**config.mk**
```make
export PLATFORM = sky130hd
export DESIGN_NAME = addrgen
export DESIGN_NICKNAME = d
export VERILOG_FILES = /design/src/mem_pkg.sv /design/src/vec_pkg.sv /design/src/addr_queue.sv /design/src/addrgen.sv /design/src/addrgen_ctrl.sv /design/src/burst_split.sv
export SDC_FILE = /design/constraint.sdc
export NUM_CORES = 1
export LEC_CHECK = 0
export ABC_AREA = 1
export BUFFER_PORTS_ARGS = -buffer_cell sky130_fd_sc_hd__buf_2
export CORE_MARGIN = 5
export CORE_UTILIZATION = 55
export DETAILED_ROUTE_END_ITERATION = 7
export PLACE_DENSITY = 0.8
export SLEW_MARGIN = 20
export SYNTH_ARGS = -nofsm -noshare
export SYNTH_HDL_FRONTEND = slang
export SYNTH_SLANG_ARGS = --single-unit
export TNS_END_PERCENT = 1
```
**constraint.sdc**
```tcl
create_clock -name clk_i -period 18.1 [get_ports clk_i]
set_input_delay 1.81 -clock clk_i [delete_from_list [all_inputs] [get_ports clk_i]]
set_output_delay 1.81 -clock clk_i [all_outputs]
set_load 0.01 [all_outputs]
```
**src/mem_pkg.sv**
```systemverilog
// ****************************************
// Memory bus geometry and request types
// ****************************************
`default_nettype none

package mem_pkg;

  // Bus geometry
  localparam int unsigned AddrWidth = 32;
  localparam int unsigned DataBytes = 8;
  localparam int unsigned PageBytes = 4096;
  localparam int unsigned MaxBeats  = 256;
  // Size code of a full-width beat
  localparam int unsigned BusSize   = $clog2(DataBytes);
  localparam int unsigned PageBits  = $clog2(PageBytes);

  // Request queue towards the load/store units
  localparam int unsigned QueueDepth    = 4;
  localparam int unsigned QueuePtrWidth = $clog2(QueueDepth);

  // AXI burst codes
  localparam logic [1:0] BurstFixed = 2'b00;
  localparam logic [1:0] BurstIncr  = 2'b01;

  typedef logic [AddrWidth-1:0] addr_t;
  // AXI len, beats minus one
  typedef logic [7:0]           beat_len_t;
  typedef logic [2:0]           ax_size_t;
  // Bytes still to be requested for one command
  typedef logic [23:0]          byte_cnt_t;

  // AR and AW share this payload
  typedef struct packed {
    addr_t      addr;
    beat_len_t  len;
    ax_size_t   size;
    logic [1:0] burst;
  } ax_req_t;

  // Queue entry for the load/store units
  typedef struct packed {
    addr_t     addr;
    beat_len_t len;
    ax_size_t  size;
    logic      is_load;
  } addrgen_req_t;

  // Command from control to the splitter
  typedef struct packed {
    addr_t     addr;
    byte_cnt_t bytes;
    addr_t     stride;
    ax_size_t  vsew;
    logic      is_load;
    logic      is_burst;
  } burst_cmd_t;

endpackage

`default_nettype wire

```
**src/vec_pkg.sv**
```systemverilog
// ****************************************
// Vector instruction types and opcodes
// ****************************************
`default_nettype none

package vec_pkg;

  // Instruction tracking
  localparam int unsigned NrVInsn = 8;

  typedef logic [$clog2(NrVInsn)-1:0] vinsn_id_t;
  typedef logic [15:0]                vlen_t;
  typedef logic [63:0]                elen_t;
  // Element width code: 0 = 8 bit up to 3 = 64 bit
  typedef logic [1:0]                 vsew_t;
  typedef logic [2:0]                 vop_t;

  // Unit-stride memory opcodes
  localparam vop_t OpVle   = 3'd0;
  localparam vop_t OpVse   = 3'd1;
  // Strided memory opcodes
  localparam vop_t OpVlse  = 3'd2;
  localparam vop_t OpVsse  = 3'd3;
  // Anything the address generator does not handle
  localparam vop_t OpOther = 3'd7;

  // Request from the main sequencer
  typedef struct packed {
    vinsn_id_t          id;
    vop_t               op;
    elen_t              base_addr;
    vlen_t              vl;
    elen_t              stride;
    vsew_t              vsew;
    // Ids the sequencer still reports as live
    logic [NrVInsn-1:0] vinsn_running;
  } pe_req_t;

  // Loads and stores handled by this unit
  function automatic logic is_mem_op(vop_t op);
    return op inside {OpVle, OpVse, OpVlse, OpVsse};
  endfunction

  function automatic logic is_load_op(vop_t op);
    return op inside {OpVle, OpVlse};
  endfunction

  // Unit-stride ops map onto INCR bursts
  function automatic logic is_unit_stride(vop_t op);
    return op inside {OpVle, OpVse};
  endfunction

endpackage

`default_nettype wire
```
**src/addr_queue.sv**
```systemverilog
// ****************************************
// FIFO of issued address requests
// ****************************************
`timescale 1ns/1ps
`default_nettype none

module addr_queue (
  input  logic                  clk_i,
  input  logic                  rst_ni,
  input  logic                  push_i,
  input  mem_pkg::addrgen_req_t data_i,
  output logic                  full_o,
  input  logic                  pop_i,
  output mem_pkg::addrgen_req_t data_o,
  output logic                  valid_o
);

  import mem_pkg::*;

  addrgen_req_t             mem_q [QueueDepth];
  logic [QueuePtrWidth-1:0] wptr_q;
  logic [QueuePtrWidth-1:0] rptr_q;
  logic [QueuePtrWidth:0]   cnt_q;
  logic                     do_push;
  logic                     do_pop;

  assign full_o  = (cnt_q == (QueuePtrWidth+1)'(QueueDepth));
  assign valid_o = (cnt_q != '0);
  assign data_o  = mem_q[rptr_q];

  // Pops on an empty queue are dropped
  assign do_push = push_i && !full_o;
  assign do_pop  = pop_i && valid_o;

  always_ff @(posedge clk_i or negedge rst_ni) begin
    if (!rst_ni) begin
      wptr_q <= '0;
      rptr_q <= '0;
      cnt_q  <= '0;
    end else begin
      if (do_push) begin
        wptr_q <= (wptr_q == QueuePtrWidth'(QueueDepth - 1)) ? '0 : wptr_q + 1'b1;
      end
      if (do_pop) begin
        rptr_q <= (rptr_q == QueuePtrWidth'(QueueDepth - 1)) ? '0 : rptr_q + 1'b1;
      end
      // Occupancy stays put on simultaneous push and pop
      if (do_push && !do_pop) begin
        cnt_q <= cnt_q + 1'b1;
      end else if (do_pop && !do_push) begin
        cnt_q <= cnt_q - 1'b1;
      end
    end
  end

  always_ff @(posedge clk_i) begin
    if (do_push) begin
      mem_q[wptr_q] <= data_i;
    end
  end

endmodule

`default_nettype wire

```
**src/addrgen.sv**
```systemverilog
// ****************************************
// Vector memory address generator top
// ****************************************
`timescale 1ns/1ps
`default_nettype none

module addrgen (
  input  logic                  clk_i,
  input  logic                  rst_ni,
  // Sequencer
  input  vec_pkg::pe_req_t      pe_req_i,
  input  logic                  pe_req_valid_i,
  input  logic                  core_st_pending_i,
  output logic                  addrgen_ack_o,
  output logic                  addrgen_error_o,
  // AXI read address
  output mem_pkg::ax_req_t      axi_ar_o,
  output logic                  axi_ar_valid_o,
  input  logic                  axi_ar_ready_i,
  // AXI write address
  output mem_pkg::ax_req_t      axi_aw_o,
  output logic                  axi_aw_valid_o,
  input  logic                  axi_aw_ready_i,
  // Load/store units
  output mem_pkg::addrgen_req_t axi_addrgen_req_o,
  output logic                  axi_addrgen_req_valid_o,
  input  logic                  ldu_axi_addrgen_req_ready_i,
  input  logic                  stu_axi_addrgen_req_ready_i
);

  import mem_pkg::*;

  burst_cmd_t   cmd;
  logic         cmd_valid;
  logic         cmd_done;
  logic         queue_full;
  logic         queue_push;
  addrgen_req_t queue_data;
  logic         queue_pop;

  addrgen_ctrl i_ctrl (
    .clk_i          (clk_i),
    .rst_ni         (rst_ni),
    .pe_req_i       (pe_req_i),
    .pe_req_valid_i (pe_req_valid_i),
    .addrgen_ack_o  (addrgen_ack_o),
    .addrgen_error_o(addrgen_error_o),
    .cmd_o          (cmd),
    .cmd_valid_o    (cmd_valid),
    .cmd_done_i     (cmd_done)
  );

  burst_split i_split (
    .clk_i            (clk_i),
    .rst_ni           (rst_ni),
    .cmd_i            (cmd),
    .cmd_valid_i      (cmd_valid),
    .cmd_done_o       (cmd_done),
    .core_st_pending_i(core_st_pending_i),
    .queue_full_i     (queue_full),
    .axi_ar_o         (axi_ar_o),
    .axi_ar_valid_o   (axi_ar_valid_o),
    .axi_ar_ready_i   (axi_ar_ready_i),
    .axi_aw_o         (axi_aw_o),
    .axi_aw_valid_o   (axi_aw_valid_o),
    .axi_aw_ready_i   (axi_aw_ready_i),
    .push_o           (queue_push),
    .push_data_o      (queue_data)
  );

  // Either unit taking the head entry pops it
  assign queue_pop = ldu_axi_addrgen_req_ready_i | stu_axi_addrgen_req_ready_i;

  addr_queue i_queue (
    .clk_i  (clk_i),
    .rst_ni (rst_ni),
    .push_i (queue_push),
    .data_i (queue_data),
    .full_o (queue_full),
    .pop_i  (queue_pop),
    .data_o (axi_addrgen_req_o),
    .valid_o(axi_addrgen_req_valid_o)
  );

endmodule

`default_nettype wire

```
**src/addrgen_ctrl.sv**
```systemverilog
// ****************************************
// Address generator control FSM
// Accepts, checks and acknowledges insns
// ****************************************
`timescale 1ns/1ps
`default_nettype none

module addrgen_ctrl (
  input  logic                clk_i,
  input  logic                rst_ni,
  // Sequencer side
  input  vec_pkg::pe_req_t    pe_req_i,
  input  logic                pe_req_valid_i,
  output logic                addrgen_ack_o,
  output logic                addrgen_error_o,
  // Splitter side
  output mem_pkg::burst_cmd_t cmd_o,
  output logic                cmd_valid_o,
  input  logic                cmd_done_i
);

  import vec_pkg::*;
  import mem_pkg::*;

  typedef enum logic [1:0] {
    IDLE,
    CHECK,
    ISSUE,
    DONE
  } state_e;

  state_e             state_q, state_d;
  logic [NrVInsn-1:0] running_q, running_d;
  burst_cmd_t         cmd_q;
  logic               accept;
  logic               misaligned;

  // New memory insn whose id is not busy here
  assign accept = (state_q == IDLE) && pe_req_valid_i && is_mem_op(pe_req_i.op) &&
                  !running_q[pe_req_i.id];

  // Base address bits below the element width must be zero
  assign misaligned = |(cmd_q.addr & ((addr_t'(1) << cmd_q.vsew) - addr_t'(1)));

  always_comb begin
    state_d         = state_q;
    // Drop ids the sequencer no longer reports as live
    running_d       = running_q & pe_req_i.vinsn_running;
    addrgen_ack_o   = 1'b0;
    addrgen_error_o = 1'b0;

    unique case (state_q)
      IDLE: begin
        if (accept) begin
          running_d[pe_req_i.id] = 1'b1;
          state_d                = CHECK;
        end
      end
      CHECK: begin
        if (misaligned) begin
          // Reject right away, nothing reaches the bus
          addrgen_ack_o   = 1'b1;
          addrgen_error_o = 1'b1;
          state_d         = IDLE;
        end else begin
          state_d = ISSUE;
        end
      end
      ISSUE: begin
        // Splitter reports the last request transfer
        if (cmd_done_i) begin
          state_d = DONE;
        end
      end
      DONE: begin
        addrgen_ack_o = 1'b1;
        state_d       = IDLE;
      end
      default: state_d = IDLE;
    endcase
  end

  always_ff @(posedge clk_i or negedge rst_ni) begin
    if (!rst_ni) begin
      state_q   <= IDLE;
      running_q <= '0;
    end else begin
      state_q   <= state_d;
      running_q <= running_d;
    end
  end

  // Latch the insn as a bus-side command on accept
  always_ff @(posedge clk_i) begin
    if (accept) begin
      cmd_q <= '{
        addr    : pe_req_i.base_addr[AddrWidth-1:0],
        // vl elements scaled by the element size
        bytes   : byte_cnt_t'(pe_req_i.vl) << pe_req_i.vsew,
        stride  : pe_req_i.stride[AddrWidth-1:0],
        vsew    : ax_size_t'(pe_req_i.vsew),
        is_load : is_load_op(pe_req_i.op),
        is_burst: is_unit_stride(pe_req_i.op)
      };
    end
  end

  assign cmd_o       = cmd_q;
  assign cmd_valid_o = (state_q == ISSUE);

endmodule

`default_nettype wire

```
**src/burst_split.sv**
```systemverilog
// ****************************************
// Burst splitter for AR/AW requests
// Page and length limited, or strided
// ****************************************
`timescale 1ns/1ps
`default_nettype none

module burst_split (
  input  logic                  clk_i,
  input  logic                  rst_ni,
  // Command from control
  input  mem_pkg::burst_cmd_t   cmd_i,
  input  logic                  cmd_valid_i,
  output logic                  cmd_done_o,
  // Issue conditions
  input  logic                  core_st_pending_i,
  input  logic                  queue_full_i,
  // AXI address channels
  output mem_pkg::ax_req_t      axi_ar_o,
  output logic                  axi_ar_valid_o,
  input  logic                  axi_ar_ready_i,
  output mem_pkg::ax_req_t      axi_aw_o,
  output logic                  axi_aw_valid_o,
  input  logic                  axi_aw_ready_i,
  // Queue push
  output logic                  push_o,
  output mem_pkg::addrgen_req_t push_data_o
);

  import mem_pkg::*;

  typedef enum logic {
    SPLIT_IDLE,
    SPLIT_RUN
  } state_e;

  state_e     state_q, state_d;
  // Current address and remaining bytes live in the command itself
  burst_cmd_t cmd_q, cmd_d;
  logic       vld_q, vld_d;

  addr_t      rem;
  addr_t      end_byte;
  addr_t      beats_data;
  addr_t      beats_page;
  addr_t      beats;
  addr_t      covered;
  addr_t      next_addr;
  ax_req_t    ax_req;
  logic       last;
  logic       can_issue;
  logic       ax_valid;
  logic       ax_ready;
  logic       xfer;

  // Request for the current position
  always_comb begin
    rem        = addr_t'(cmd_q.bytes);
    end_byte   = cmd_q.addr + rem - addr_t'(1);
    // Beats from the aligned start up to the beat holding the last byte
    beats_data = (end_byte >> BusSize) - (cmd_q.addr >> BusSize) + addr_t'(1);
    // Beats left before the 4 KiB boundary
    beats_page = addr_t'(PageBytes / DataBytes) - addr_t'(cmd_q.addr[PageBits-1:BusSize]);
    beats      = addr_t'(MaxBeats);
    if (beats_page < beats) begin
      beats = beats_page;
    end
    if (beats_data < beats) begin
      beats = beats_data;
    end

    if (cmd_q.is_burst) begin
      // First burst may start mid-beat, so fewer bytes are covered
      covered   = (beats << BusSize) - (cmd_q.addr & addr_t'(DataBytes - 1));
      next_addr = (cmd_q.addr & ~addr_t'(DataBytes - 1)) + (beats << BusSize);
      ax_req    = '{
        addr : cmd_q.addr,
        len  : beat_len_t'(beats - addr_t'(1)),
        size : ax_size_t'(BusSize),
        burst: BurstIncr
      };
    end else begin
      // One element per request
      covered   = addr_t'(1) << cmd_q.vsew;
      next_addr = cmd_q.addr + cmd_q.stride;
      ax_req    = '{
        addr : cmd_q.addr,
        len  : '0,
        size : cmd_q.vsew,
        burst: BurstFixed
      };
    end

    last = (rem <= covered);
  end

  // Stores hold off while the scalar core has a store in flight
  assign can_issue = (state_q == SPLIT_RUN) && !queue_full_i &&
                     !(!cmd_q.is_load && core_st_pending_i);
  // Once raised, valid stays up until the handshake
  assign ax_valid  = vld_q || can_issue;
  assign ax_ready  = cmd_q.is_load ? axi_ar_ready_i : axi_aw_ready_i;
  assign xfer      = ax_valid && ax_ready;
  assign vld_d     = ax_valid && !ax_ready;

  assign axi_ar_valid_o = ax_valid && cmd_q.is_load;
  assign axi_aw_valid_o = ax_valid && !cmd_q.is_load;
  assign axi_ar_o       = cmd_q.is_load ? ax_req : '0;
  assign axi_aw_o       = cmd_q.is_load ? '0 : ax_req;

  // Every transferred request also goes to the queue
  assign push_o      = xfer;
  assign push_data_o = '{
    addr   : ax_req.addr,
    len    : ax_req.len,
    size   : ax_req.size,
    is_load: cmd_q.is_load
  };
  assign cmd_done_o  = xfer && last;

  always_comb begin
    state_d = state_q;
    cmd_d   = cmd_q;

    unique case (state_q)
      SPLIT_IDLE: begin
        if (cmd_valid_i) begin
          cmd_d   = cmd_i;
          state_d = SPLIT_RUN;
        end
      end
      SPLIT_RUN: begin
        if (xfer) begin
          cmd_d.addr  = next_addr;
          cmd_d.bytes = byte_cnt_t'(rem - covered);
          if (last) begin
            state_d = SPLIT_IDLE;
          end
        end
      end
      default: state_d = SPLIT_IDLE;
    endcase
  end

  always_ff @(posedge clk_i or negedge rst_ni) begin
    if (!rst_ni) begin
      state_q <= SPLIT_IDLE;
      vld_q   <= 1'b0;
    end else begin
      state_q <= state_d;
      vld_q   <= vld_d;
    end
  end

  always_ff @(posedge clk_i) begin
    cmd_q <= cmd_d;
  end

endmodule

`default_nettype wire

```
Word-level counts from Yosys, hierarchy flattened --
Memory sizes are Yosys's and may differ from the RTL's. Index checks and enable logic that the tools add are counted.
Storage, ports and cells: output and inout port bits 139, bits of input ports 168, word-level logic and storage cells 130, RAM bits 176, bits in registers 203, memories kept 1
Memory list:
- i_queue.mem_q | depth 4, bits a word 44, read ports 1, clocked after Yosys merged registers in 0, wr ports 1, line addr_queue.sv:20 | addrgen_req_t mem_q [QueueDepth];
Cells by class: multiplexer cells 34, shift-type cells 3, reductions and logical operators 35, $lt $le $gt $ge 5, add/subtract/negate cells 15, bitwise operators 5, equal/unequal tests 13
Operators with widths (number):
- $pmux 56 s2 | 1
- $mux 32 | 3
- $mux 93 | 1
- $mux 45 | 2
- $add 32x32->32 | 2
- $shl 1x2->32 const A | 2
- $sub 32x1->32 const B | 2
- $mux 56 | 1
- $add 32x1->32 const B | 1
- $add 32x24->32 | 1
- $and 32x32->32 | 1
- $le 24x32->1 | 1
- $lt 32x32->1 | 1
- $lt 32x9->1 const B | 1
- $reduce_or 32->1 | 1
- $sub 32x3->32 | 1
- $sub 29x29->30 | 1
- $mux 29 | 1
- $shl 16x2->24 | 1
- $sub 24x24->24 | 1
- $logic_and 1x1->1 | 16
- $mux 8 | 2
- $mux 13 | 1
- $sub 10x9->11 const A | 1
- 32 further kinds | 64

Logic depth before layout (Yosys ltp) --
Gate-level depths: netlist of the first run.
depth in word-level cells 12, mapped depth 75, gate-level depth less buffers 74

By module --
Synthesis of the first run repeated with hierarchy kept, for this count alone.
Second synthesis, totals: cells, all modules 3270, area total of the unflattened synthesis 26564.2 um^2
Modules (own cells, without submodules):
- burst_split | area an instance 15177.1 um^2, cells each 2407, instances 1, sequential area each 2842.7 um^2
- addr_queue | area an instance 7564.8 um^2, cells each 573, instances 1, sequential area each 5460.2 um^2
- addrgen_ctrl | area an instance 3811.2 um^2, cells each 287, instances 1, sequential area each 2862.7 um^2
- addrgen | area an instance 11.3 um^2, cells each 3, instances 1, sequential area each 0.0 um^2

Worst setup path before layout of the first run --
Ideal clock, no wire load.
path kind reg-to-reg, start point register i_split.cmd_q[63] (netlist bit), end point register i_ctrl.state_q[0], data required time 17.975 ns, cell stages (with the launch flop) 70, slack 9.529 ns, period minus slack after synthesis 8.571 ns, data arrival time 8.445 ns, buffers on the path 1, library setup time 0.125 ns, cell sequence edfxtp_1 > inv_1 > ha_1 > inv_1 > ha_1 > a21o_1 > a21oi_1 > o21bai_1 > nand2_1 > nand2_1 > a21oi_1 > o21ai_0 > a31oi_1 > inv_1 > a21oi_1 > o21ai_0 > nand2_1 > nand2_1 > [34 not listed] > ha_1 > nand2_1 > o21ai_0 > a21oi_1 > o21ai_0 > inv_1 > o21ai_0 > nand3_1 > nand2_1 > nand3_1 > nand2_1 > nand2_1 > nand2_1 > a221oi_1 > a41oi_1 > nand3_1 > nand2_1 > o21ai_2
On the way: longest elaborated chain between the ends 12
RTL lines:
- start, declared | line burst_split.sv:39 | burst_cmd_t cmd_q, cmd_d;
- start signal, assigned | line burst_split.sv:156 | cmd_q <= cmd_d;
- $add 32x24->32 | line burst_split.sv:59 | end_byte = cmd_q.addr + rem - addr_t'(1);
- $sub 32x1->32 | line burst_split.sv:59
- $sub 29x29->30 | line burst_split.sv:61 | beats_data = (end_byte >> BusSize) - (cmd_q.addr >> BusSize) + addr_t'(1);
- $add 32x1->32 | line burst_split.sv:61
- $lt 32x32->1 | line burst_split.sv:68 | if (beats_data < beats) begin
- $mux 29 | line burst_split.sv:68
- $sub 32x3->32 * | line burst_split.sv:74 | covered = (beats << BusSize) - (cmd_q.addr & addr_t'(DataBytes - 1));
- $mux 32 * | line burst_split.sv:72 | if (cmd_q.is_burst) begin
- $le 24x32->1 * | line burst_split.sv:94 | last = (rem <= covered);
- $logic_and 1x1->1 * | line burst_split.sv:119 | assign cmd_done_o = xfer && last;
- $ne 2x1->1 (no line) *
- $reduce_and 2->1 (no line) *
- end signal, assigned | line addrgen_ctrl.sv:88 | state_q <= state_d;
- end, declared | line addrgen_ctrl.sv:32 | state_e state_q, state_d;
Mark *: on every way between the ends. The rest lies on a longest branch, timed or not. A chain may end at the register's enable or synchronous reset.

Final worst setup path of the first run --
start point register i_split.cmd_q[64] (netlist bit), end point register i_split.state_q
On the way: longest elaborated chain between the ends 12, elaborated cells on any way between the ends 15, those cells by class 6 x add/sub; 3 x order compare; 6 x mux
RTL lines:
- $add 32x24->32 | line burst_split.sv:59
- $sub 32x1->32 | line burst_split.sv:59
- $sub 29x29->30 | line burst_split.sv:61
- $add 32x1->32 | line burst_split.sv:61
- $lt 32x32->1 | line burst_split.sv:68
- $mux 29 * | line burst_split.sv:68
- $sub 32x3->32 * | line burst_split.sv:74
- $mux 32 * | line burst_split.sv:72
- $le 24x32->1 * | line burst_split.sv:94
- $mux 1 * | line burst_split.sv:136 | if (last) begin
- $mux 1 * | line burst_split.sv:133 | if (xfer) begin
- $pmux 1 s2 * | line burst_split.sv:125 | unique case (state_q)
- via i_split.state_d | line burst_split.sv:37 | state_e state_q, state_d;
- end signal, assigned | line burst_split.sv:150 | state_q <= state_d;
- end, declared | line burst_split.sv:37
The timed path passes the listed nets; every way through them passes the cells marked *.

==> results.yml, run 1 <==
sta:
  timing.max_slew.rel_slack_pct: 31.5
  finalHoldViolCount: 0
  slew_violations: 0
  max_freq_mhz: 87.5
  final.period_utilization_pct: 63.1
  finalWorstPathRequiredPeriod_ns: 11.42
  fin_hold_ws_ns: 0.409
  final_setup_violation_count: 0
  tns_ns: 0
  rsz_0062_raised_after_global_routing: "no"
  crit_path_setup_slack_layout_ns: 6.68
  worstMarginPinSlew_ns: 1.03
  skew_ns: 0.0392
finish:
  drive_above_1_share_pct: 12.5
  final_cell_mix: "sky130_fd_sc_hd__nand2_1, sky130_fd_sc_hd__inv_1, sky130_fd_sc_hd__edfxtp_1"
  fin_nets: 3659
  mostFrequentLayoutCell: "sky130_fd_sc_hd__nand2_1"
  number_of_standard_cells_in_the_final_layout_excluding_fillers: 3936
  synthToLayoutAreaGrowth_pct: 13.3
yosys:
  synthesis.area_per_instance_sq_um: 8.17
  synthArstFlopShare_pct: 5.14
  synth_sequential_area_ratio_pct: 44.3
  unique_cell_type_count_in_the_yosys_netlist: 61
  synth.ff_latch_count: 370
  edff_count_synth: 351
  synth_ff_type: "sky130_fd_sc_hd__edfxtp_1"
  yosys_warnings: 0
  area_of_the_mapped_netlist_sq_mm: 0.0249
  syn_inst: 3046
setup_path:
  timing.critical_path.slowest_cell_delay_ns: 0.83
  critPathMaxFanout: 18
  cp.required_ns: 18.61
  worstRegToRegCells: 65
  worstSetupPathType: "register to register"
  regToRegStartpoint: "i_split.cmd_q[64]"
  timing.critical_path.mode_cell: "sky130_fd_sc_hd__nand2_1"
  setup_slack_on_the_worst_flop_to_flop_path_ns: 6.68
  critical_path.reg2reg.endpoint: "i_split.state_q"
  end_kind: "register"
  critPathLaunchType: "register"
  cp.arrival_ns: 11.93
  slowest_stage: "sky130_fd_sc_hd__edfxtp_1"
placement:
  dpl.hpwl_mm: 51.9
  place_ws_ns: 7.01
  place_inst: 3860
  place_congestion: 0.972
  port-buffer-count: 237
clocking:
  tritoncts: "done"
  clk-insertion-delay-late_ns: 0.58
  total_number_of_h_tree_levels: 2
  postCtsSetupRepairBufs: 0
  cts.root.buffer_cell: "sky130_fd_sc_hd__clkbuf_16"
  clk_path_buf_depth: 3
  post_cts_hold_buffers: 0
  clock_sinks: 370
  cts_made_buffers: 40
  cts.clk_slew.worst_paths_ns: 0.06
  post_cts_resize_count: 0
worst_hold_path:
  worst_hold_path.num_cells: 0
  worstHoldEndpoint: "i_split.cmd_q[20]"
  hp-class: "register to register"
  timing.hold.worst.start: "i_ctrl.cmd_o[20]"
grt:
  grt_max_degree: 89
  antenna_found_initial: 3
  first_global_vias: 20200
  grt_first_pass_wirelength_mm: 108
  grt_overflow: 0
  globalRouteTotalUtil_pct: 27.3
drt:
  total_length_of_routed_wires_mm: 70.2
  wl_per_cell_um: 17.8
  detail_route.wirelength.met1_mm: 27.9
  route.detailed.vias_per_inst: 5.56
  dr.max_layer_used: "met5"
  detail-route-antenna-nets: 0
  drc_errors: 0
  length_of_routed_met2_wiring_mm: 33.5
  drt_iter0_markers: 2270
  detailroute.via_count: 21900
  detailroute.wirelength.met3_mm: 6.14
  first_pass_drt_iterations: 8
die:
  floorplan.die.width_um: 223
  die_height_um: 223
  std_cell_rows: 78
  die_area_sq_mm: 0.0496
  core_area_sq_mm: 0.0451
  effective_utilization_at_floorplan_pct: 55.2
  top_level_ports: 307
status:
  run_status: "finished clean"
job:
  drv_cap: 0
==> worst max path at each step <==
stage,depth (start not counted),end,start
2_1_floorplan,69,i_ctrl.state_q[0],i_split.cmd_q[63]
3_3_place_gp,67,i_split.state_q,i_split.cmd_q[64]
3_5_place_dp,67,i_split.state_q,i_split.cmd_q[64]
4_1_cts,65,i_split.state_q,i_split.cmd_q[64]
5_1_grt,65,i_split.state_q,i_split.cmd_q[64]
6_report,65,i_split.state_q,i_split.cmd_q[64]
==> sequential cells by signal, indices dropped and copies added, names as in the netlist, 2 cells and up, named ones only <==
name              cells
i_ctrl.cmd_o         87
i_ctrl.running_q      8
i_queue.cnt_q         3
i_queue.mem_q       172
i_queue.rptr_q        2
i_queue.wptr_q        2
i_split.cmd_q        91
==> final cells by class <==
cell class | instances | area, sq um
fillers | 3871 | 16900
multi-input cells | 2193 | 12100
flip-flops and latches | 370 | 11000
inverters | 437 | 1640
repair buffers | 260 | 1360
clock buffers | 50 | 1060
well taps | 600 | 751
clock inverters | 24 | 283
diodes | 2 | 5.00
==> synth_stat cells (5+ instances only) <==
master,count,area (sq um)
sky130_fd_sc_hd__a22o_1,19,166
sky130_fd_sc_hd__nand3_1,129,646
sky130_fd_sc_hd__edfxtp_1,351,10500
sky130_fd_sc_hd__xnor2_1,24,210
sky130_fd_sc_hd__o21bai_1,5,37.5
sky130_fd_sc_hd__xor2_1,47,412
sky130_fd_sc_hd__nand2_2,20,125
sky130_fd_sc_hd__nor2_4,6,67.6
sky130_fd_sc_hd__o21ai_2,9,78.8
sky130_fd_sc_hd__mux2i_1,16,160
sky130_fd_sc_hd__o211ai_1,7,52.6
sky130_fd_sc_hd__a31oi_1,8,50.1
sky130_fd_sc_hd__o21ai_1,6,30.0
sky130_fd_sc_hd__inv_1,422,1580
sky130_fd_sc_hd__o21ai_0,231,1160
sky130_fd_sc_hd__nor2_1,341,1280
sky130_fd_sc_hd__buf_4,5,37.5
sky130_fd_sc_hd__o22ai_1,48,300
sky130_fd_sc_hd__o21a_1,9,67.6
sky130_fd_sc_hd__nand4_1,42,263
sky130_fd_sc_hd__a21oi_1,169,846
sky130_fd_sc_hd__dfrtp_1,19,475
sky130_fd_sc_hd__clkbuf_1,57,214
sky130_fd_sc_hd__nand3b_1,7,52.6
sky130_fd_sc_hd__inv_2,12,45.0
sky130_fd_sc_hd__a21o_1,8,60.1
sky130_fd_sc_hd__nand2_1,731,2740
sky130_fd_sc_hd__nor2_2,18,113
sky130_fd_sc_hd__nor3_1,28,140
sky130_fd_sc_hd__nor4_1,6,37.5
sky130_fd_sc_hd__ha_1,184,2300
sky130_fd_sc_hd__fa_1,5,100
sky130_fd_sc_hd__nand3_2,9,90.1
==> per-stage QoR <==
stage | area [sq um] | util, %
detailed placement | 26800 | 59.5
finish | 28200 | 62.5
global route | 28200 | 62.5
CTS | 28200 | 62.5
global placement | 26800 | 59.5
floorplan | 25000 | -
==> layer usage <==
layer / vias to the layer above / track usage [%]
li1: 10700 / -
met1: 10100 / 35.8
met2: 906 / 46.4
met3: 160 / 4.25
met4: 2 / 9.58
met5: - / 0
==> kinds of logic (layout without fill, tap and decap cells) <==
family / Yosys count / after routing / synth area share [%]
adders and majority gates: 189 / 189 / 9.65
buffers and inverters: 505 / 771 / 7.75
and+or+nand+nor: 1349 / 1349 / 22.8
xor gates and xnor gates: 71 / 71 / 2.50
AOI/OAI and AO/OA: 543 / 543 / 12.3
muxes: 17 / 17 / 0.689
other: 2 / 26 / 0.0302
DFF: 370 / 370 / 44.3
==> worst max-delay path, delay by kind of cell, from the launching register on <==
family	cells	cell delay (ns)
AOI/OAI and AO/OA	20	4.27
adders and majority gates	5	1.56
buffers and inverters	7	0.77
xor gates and xnor gates	1	0.15
and+or+nand+nor	32	3.74
DFF	1	0.83
Power of run 1 is left out: the tool's default activity adds up to more than one toggle a clock period on the data nets, which glitch-free logic cannot reach.
==> run 2: changes to the inputs <==
ABC_AREA = 0   (was 1)
CORE_UTILIZATION = 53   (was 55)
PLACE_DENSITY = 0.81   (was 0.8)
clock period = 10.4 ns   (was 18.1 ns; I/O delays follow)
==> run 2 against run 1 <==
First-iteration DRC count decreased by 27%. Via count decreased by 9.2%. Clock skew decreased by 0.014 ns. Cell count decreased by 14%. Register-to-register slack got worse by 7.2 ns. Design area increased by 5.9%. Critical path type unchanged. Fmax increased by 5.0%. Die area decreased by 2.5%. Synthesized cell count decreased by 30%. Non-clock buffer count increased by 349. The run now ends with negative setup slack left. Hold slack improved by 0.0037 ns. Sequential cell count unchanged.
==> results.yml, run 2 <==
finish:
  largest_register_ff_count: 172
  number_of_standard_cells_in_the_final_layout_excluding_fillers: 3378
  fin_nets: 3113
  final_cell_mix: "sky130_fd_sc_hd__buf_4, sky130_fd_sc_hd__edfxtp_1, sky130_fd_sc_hd__buf_2"
  drive_above_1_share_pct: 31.6
  insertedDiodeCount: 0
  mostFrequentLayoutCell: "sky130_fd_sc_hd__buf_4"
  layout.filler_cells: 3243
  regMostFlops: "i_queue.mem_q"
  synthToLayoutAreaGrowth_pct: 27.8
yosys:
  netlist.area_leader.share_pct: 45.1
  synth_commonest_cells: "sky130_fd_sc_hd__edfxtp_1, sky130_fd_sc_hd__nor2_1, sky130_fd_sc_hd__ha_1, sky130_fd_sc_hd__inv_1, sky130_fd_sc_hd__nand2_1"
  unique_cell_type_count_in_the_yosys_netlist: 90
  yosys_warnings: 0
  cell_taking_the_most_area_after_synthesis: "sky130_fd_sc_hd__edfxtp_1"
  yosysMostFrequentCell: "sky130_fd_sc_hd__edfxtp_1"
  area_of_the_mapped_netlist_sq_mm: 0.0234
  syn_inst: 2146
  synth_sequential_area_ratio_pct: 47.1
  leading_cell_types_by_total_area_after_synthesis: "sky130_fd_sc_hd__edfxtp_1, sky130_fd_sc_hd__ha_1, sky130_fd_sc_hd__mux4_2"
  synthesis.area_per_instance_sq_um: 10.9
  synth.ff_latch_count: 370
  edff_count_synth: 351
  synth_ff_type: "sky130_fd_sc_hd__edfxtp_1"
  synthArstFlopShare_pct: 5.14
drt:
  detailroute.via_count: 19900
  drt_iter0_markers: 1650
  wl_per_cell_um: 21.5
  total_length_of_routed_wires_mm: 72.5
  route.detailed.vias_per_inst: 5.88
  drc_errors: 0
  detail-route-antenna-nets: 0
  first_pass_drt_iterations: 5
clocking:
  clk-insertion-delay-late_ns: 0.58
  cts.clk_slew.worst_paths_ns: 0.06
  post_cts_hold_buffers: 0
  cts_made_buffers: 39
  cts.root.buffer_cell: "sky130_fd_sc_hd__clkbuf_16"
  clock_sinks: 370
  clk_path_buf_depth: 3
  tritoncts: "done"
  total_number_of_h_tree_levels: 2
status:
  violated_checks: "negative setup slack"
  run_status: "finished with violations"
die:
  die_area_sq_mm: 0.0484
  top_level_ports: 307
  std_cell_rows: 77
  effective_utilization_at_floorplan_pct: 53.2
  die_height_um: 220
  core_area_sq_mm: 0.0439
  floorplan.die.width_um: 220
sta:
  worstMarginPinSlew_ns: 1.02
  slew_violations: 0
  finalWorstPathRequiredPeriod_ns: 10.88
  crit_path_setup_slack_layout_ns: -0.478
  finalHoldViolCount: 0
  max_freq_mhz: 91.9
  final_setup_violation_count: 8
  skew_ns: 0.0253
  rsz_0062_raised_after_global_routing: "yes"
  final.period_utilization_pct: 105
  fin_hold_ws_ns: 0.412
  timing.max_slew.rel_slack_pct: 32.0
setup_path:
  cp.required_ns: 10.69
  worstSetupPathType: "register to register"
  cell_type_group_with_the_largest_total_delay_on_the_critical_path: "compound AO/OA/AOI/OAI gates"
  timing.critical_path.mode_cell: "sky130_fd_sc_hd__buf_4"
  critPathBufInv: 23
  critPathMaxFanout: 4
  worstSetupPathDepth: 64
  critPathLaunchType: "register"
  cp.arrival_ns: 11.17
  slowest_stage: "sky130_fd_sc_hd__a2111oi_4"
  worstRegToRegCells: 64
  end_kind: "register"
  timing.critical_path.slowest_cell_delay_ns: 0.42
grt:
  globalRouteTotalUtil_pct: 28.9
  grt_max_degree: 89
  grt_overflow: 0
  first_global_vias: 19500
  grt_first_pass_wirelength_mm: 108
  antenna_found_initial: 1
placement:
  port-buffer-count: 237
  place_congestion: 0.972
  dpl.hpwl_mm: 53.9
  place_inst: 3269
job:
  drv_cap: 0
worst_hold_path:
  worst_hold_path.num_cells: 0
  hp-class: "register to register"
[run 2: cell count changes in the layout (fill, tap and decap cells not counted), moves of 53 or more]
| cell | before | now |
|---|---|---|
| sky130_fd_sc_hd__o21ai_0 | 230 | 87 |
| sky130_fd_sc_hd__nand2_1 | 731 | 165 |
| sky130_fd_sc_hd__nand3_1 | 129 | 29 |
| sky130_fd_sc_hd__xnor2_1 | 24 | 84 |
| sky130_fd_sc_hd__buf_4 | 23 | 371 |
| sky130_fd_sc_hd__a21oi_1 | 169 | 105 |
| sky130_fd_sc_hd__mux4_2 | 0 | 53 |
| sky130_fd_sc_hd__nor2_1 | 336 | 200 |
| sky130_fd_sc_hd__inv_1 | 420 | 168 |
[run 2: cell type report]
| type | count | area (sq um) | share of cell area, % |
|---|---|---|---|
| clock inverter | 28 | 342 | 1.14 |
| timing repair buffer | 609 | 3980 | 13.3 |
| multi-input combinational | 1561 | 12100 | 40.6 |
| clock buffer | 43 | 991 | 3.32 |
| inverter | 175 | 658 | 2.20 |
| sequential | 370 | 11000 | 36.9 |
| tap | 592 | 741 | 2.48 |
[run 2: kinds of logic after synthesis]
kind of cell	Yosys count	share of synthesized area, %
adder cells (fa/ha/maj)	190	10.3
buffers and inverters	237	3.91
XOR/XNOR	127	4.76
flip-flops	370	47.1
other	2	0.0321
multiplexers	84	6.51
AND/OR/NAND/NOR	646	13.5
AO/OA/AOI/OAI	490	13.8
[run 2: path summary, 6_finish.rpt]
kind	start	slack, ns	end
worst min register to register	i_ctrl.cmd_o[26]	0.41	i_split.cmd_q[26]
worst max-delay path	i_split.cmd_q[63]	-0.48	i_split.cmd_q[47]
worst min-delay path	i_ctrl.cmd_o[26]	0.41	i_split.cmd_q[26]
min in group asynchronous	rst_ni	0.45	i_queue.cnt_q[1]
worst max register to register	i_split.cmd_q[63]	-0.48	i_split.cmd_q[47]
max in group asynchronous	rst_ni	9.56	i_queue.rptr_q[0]
[run 2: per-stage QoR]
stage	cell area, sq um	setup TNS, ns	setup WS (ns)	util [%]
after floorplan	23500	0	0.0465	-
after global placement	27700	-3.36	-0.593	63.0
after detailed placement	27700	-9.01	-0.886	63.0
after CTS	29500	-0.125	-0.0742	67.2
after global routing	29900	-11.26	-0.915	68.0
final	29900	-1.88	-0.478	68.0
[run 2: routing by layer]
layer / track usage [%] / wire (um) / vias to the layer above
met4: 11.4 / 3130 / 2
met2: 48.3 / 34700 / 979
li1: - / - / 9129
met1: 38.3 / 28600 / 9577
met5: 0 / 13 / -
met3: 4.38 / 6020 / 187
[run 2: what timing repair did]
item                       in CTS  in global routing
setup endpoints to repair      29                 40
buffers inserted               26                 12
resized for setup              81                 61
pin swaps                      39                 45
Power of run 2 is left out for the same reason.
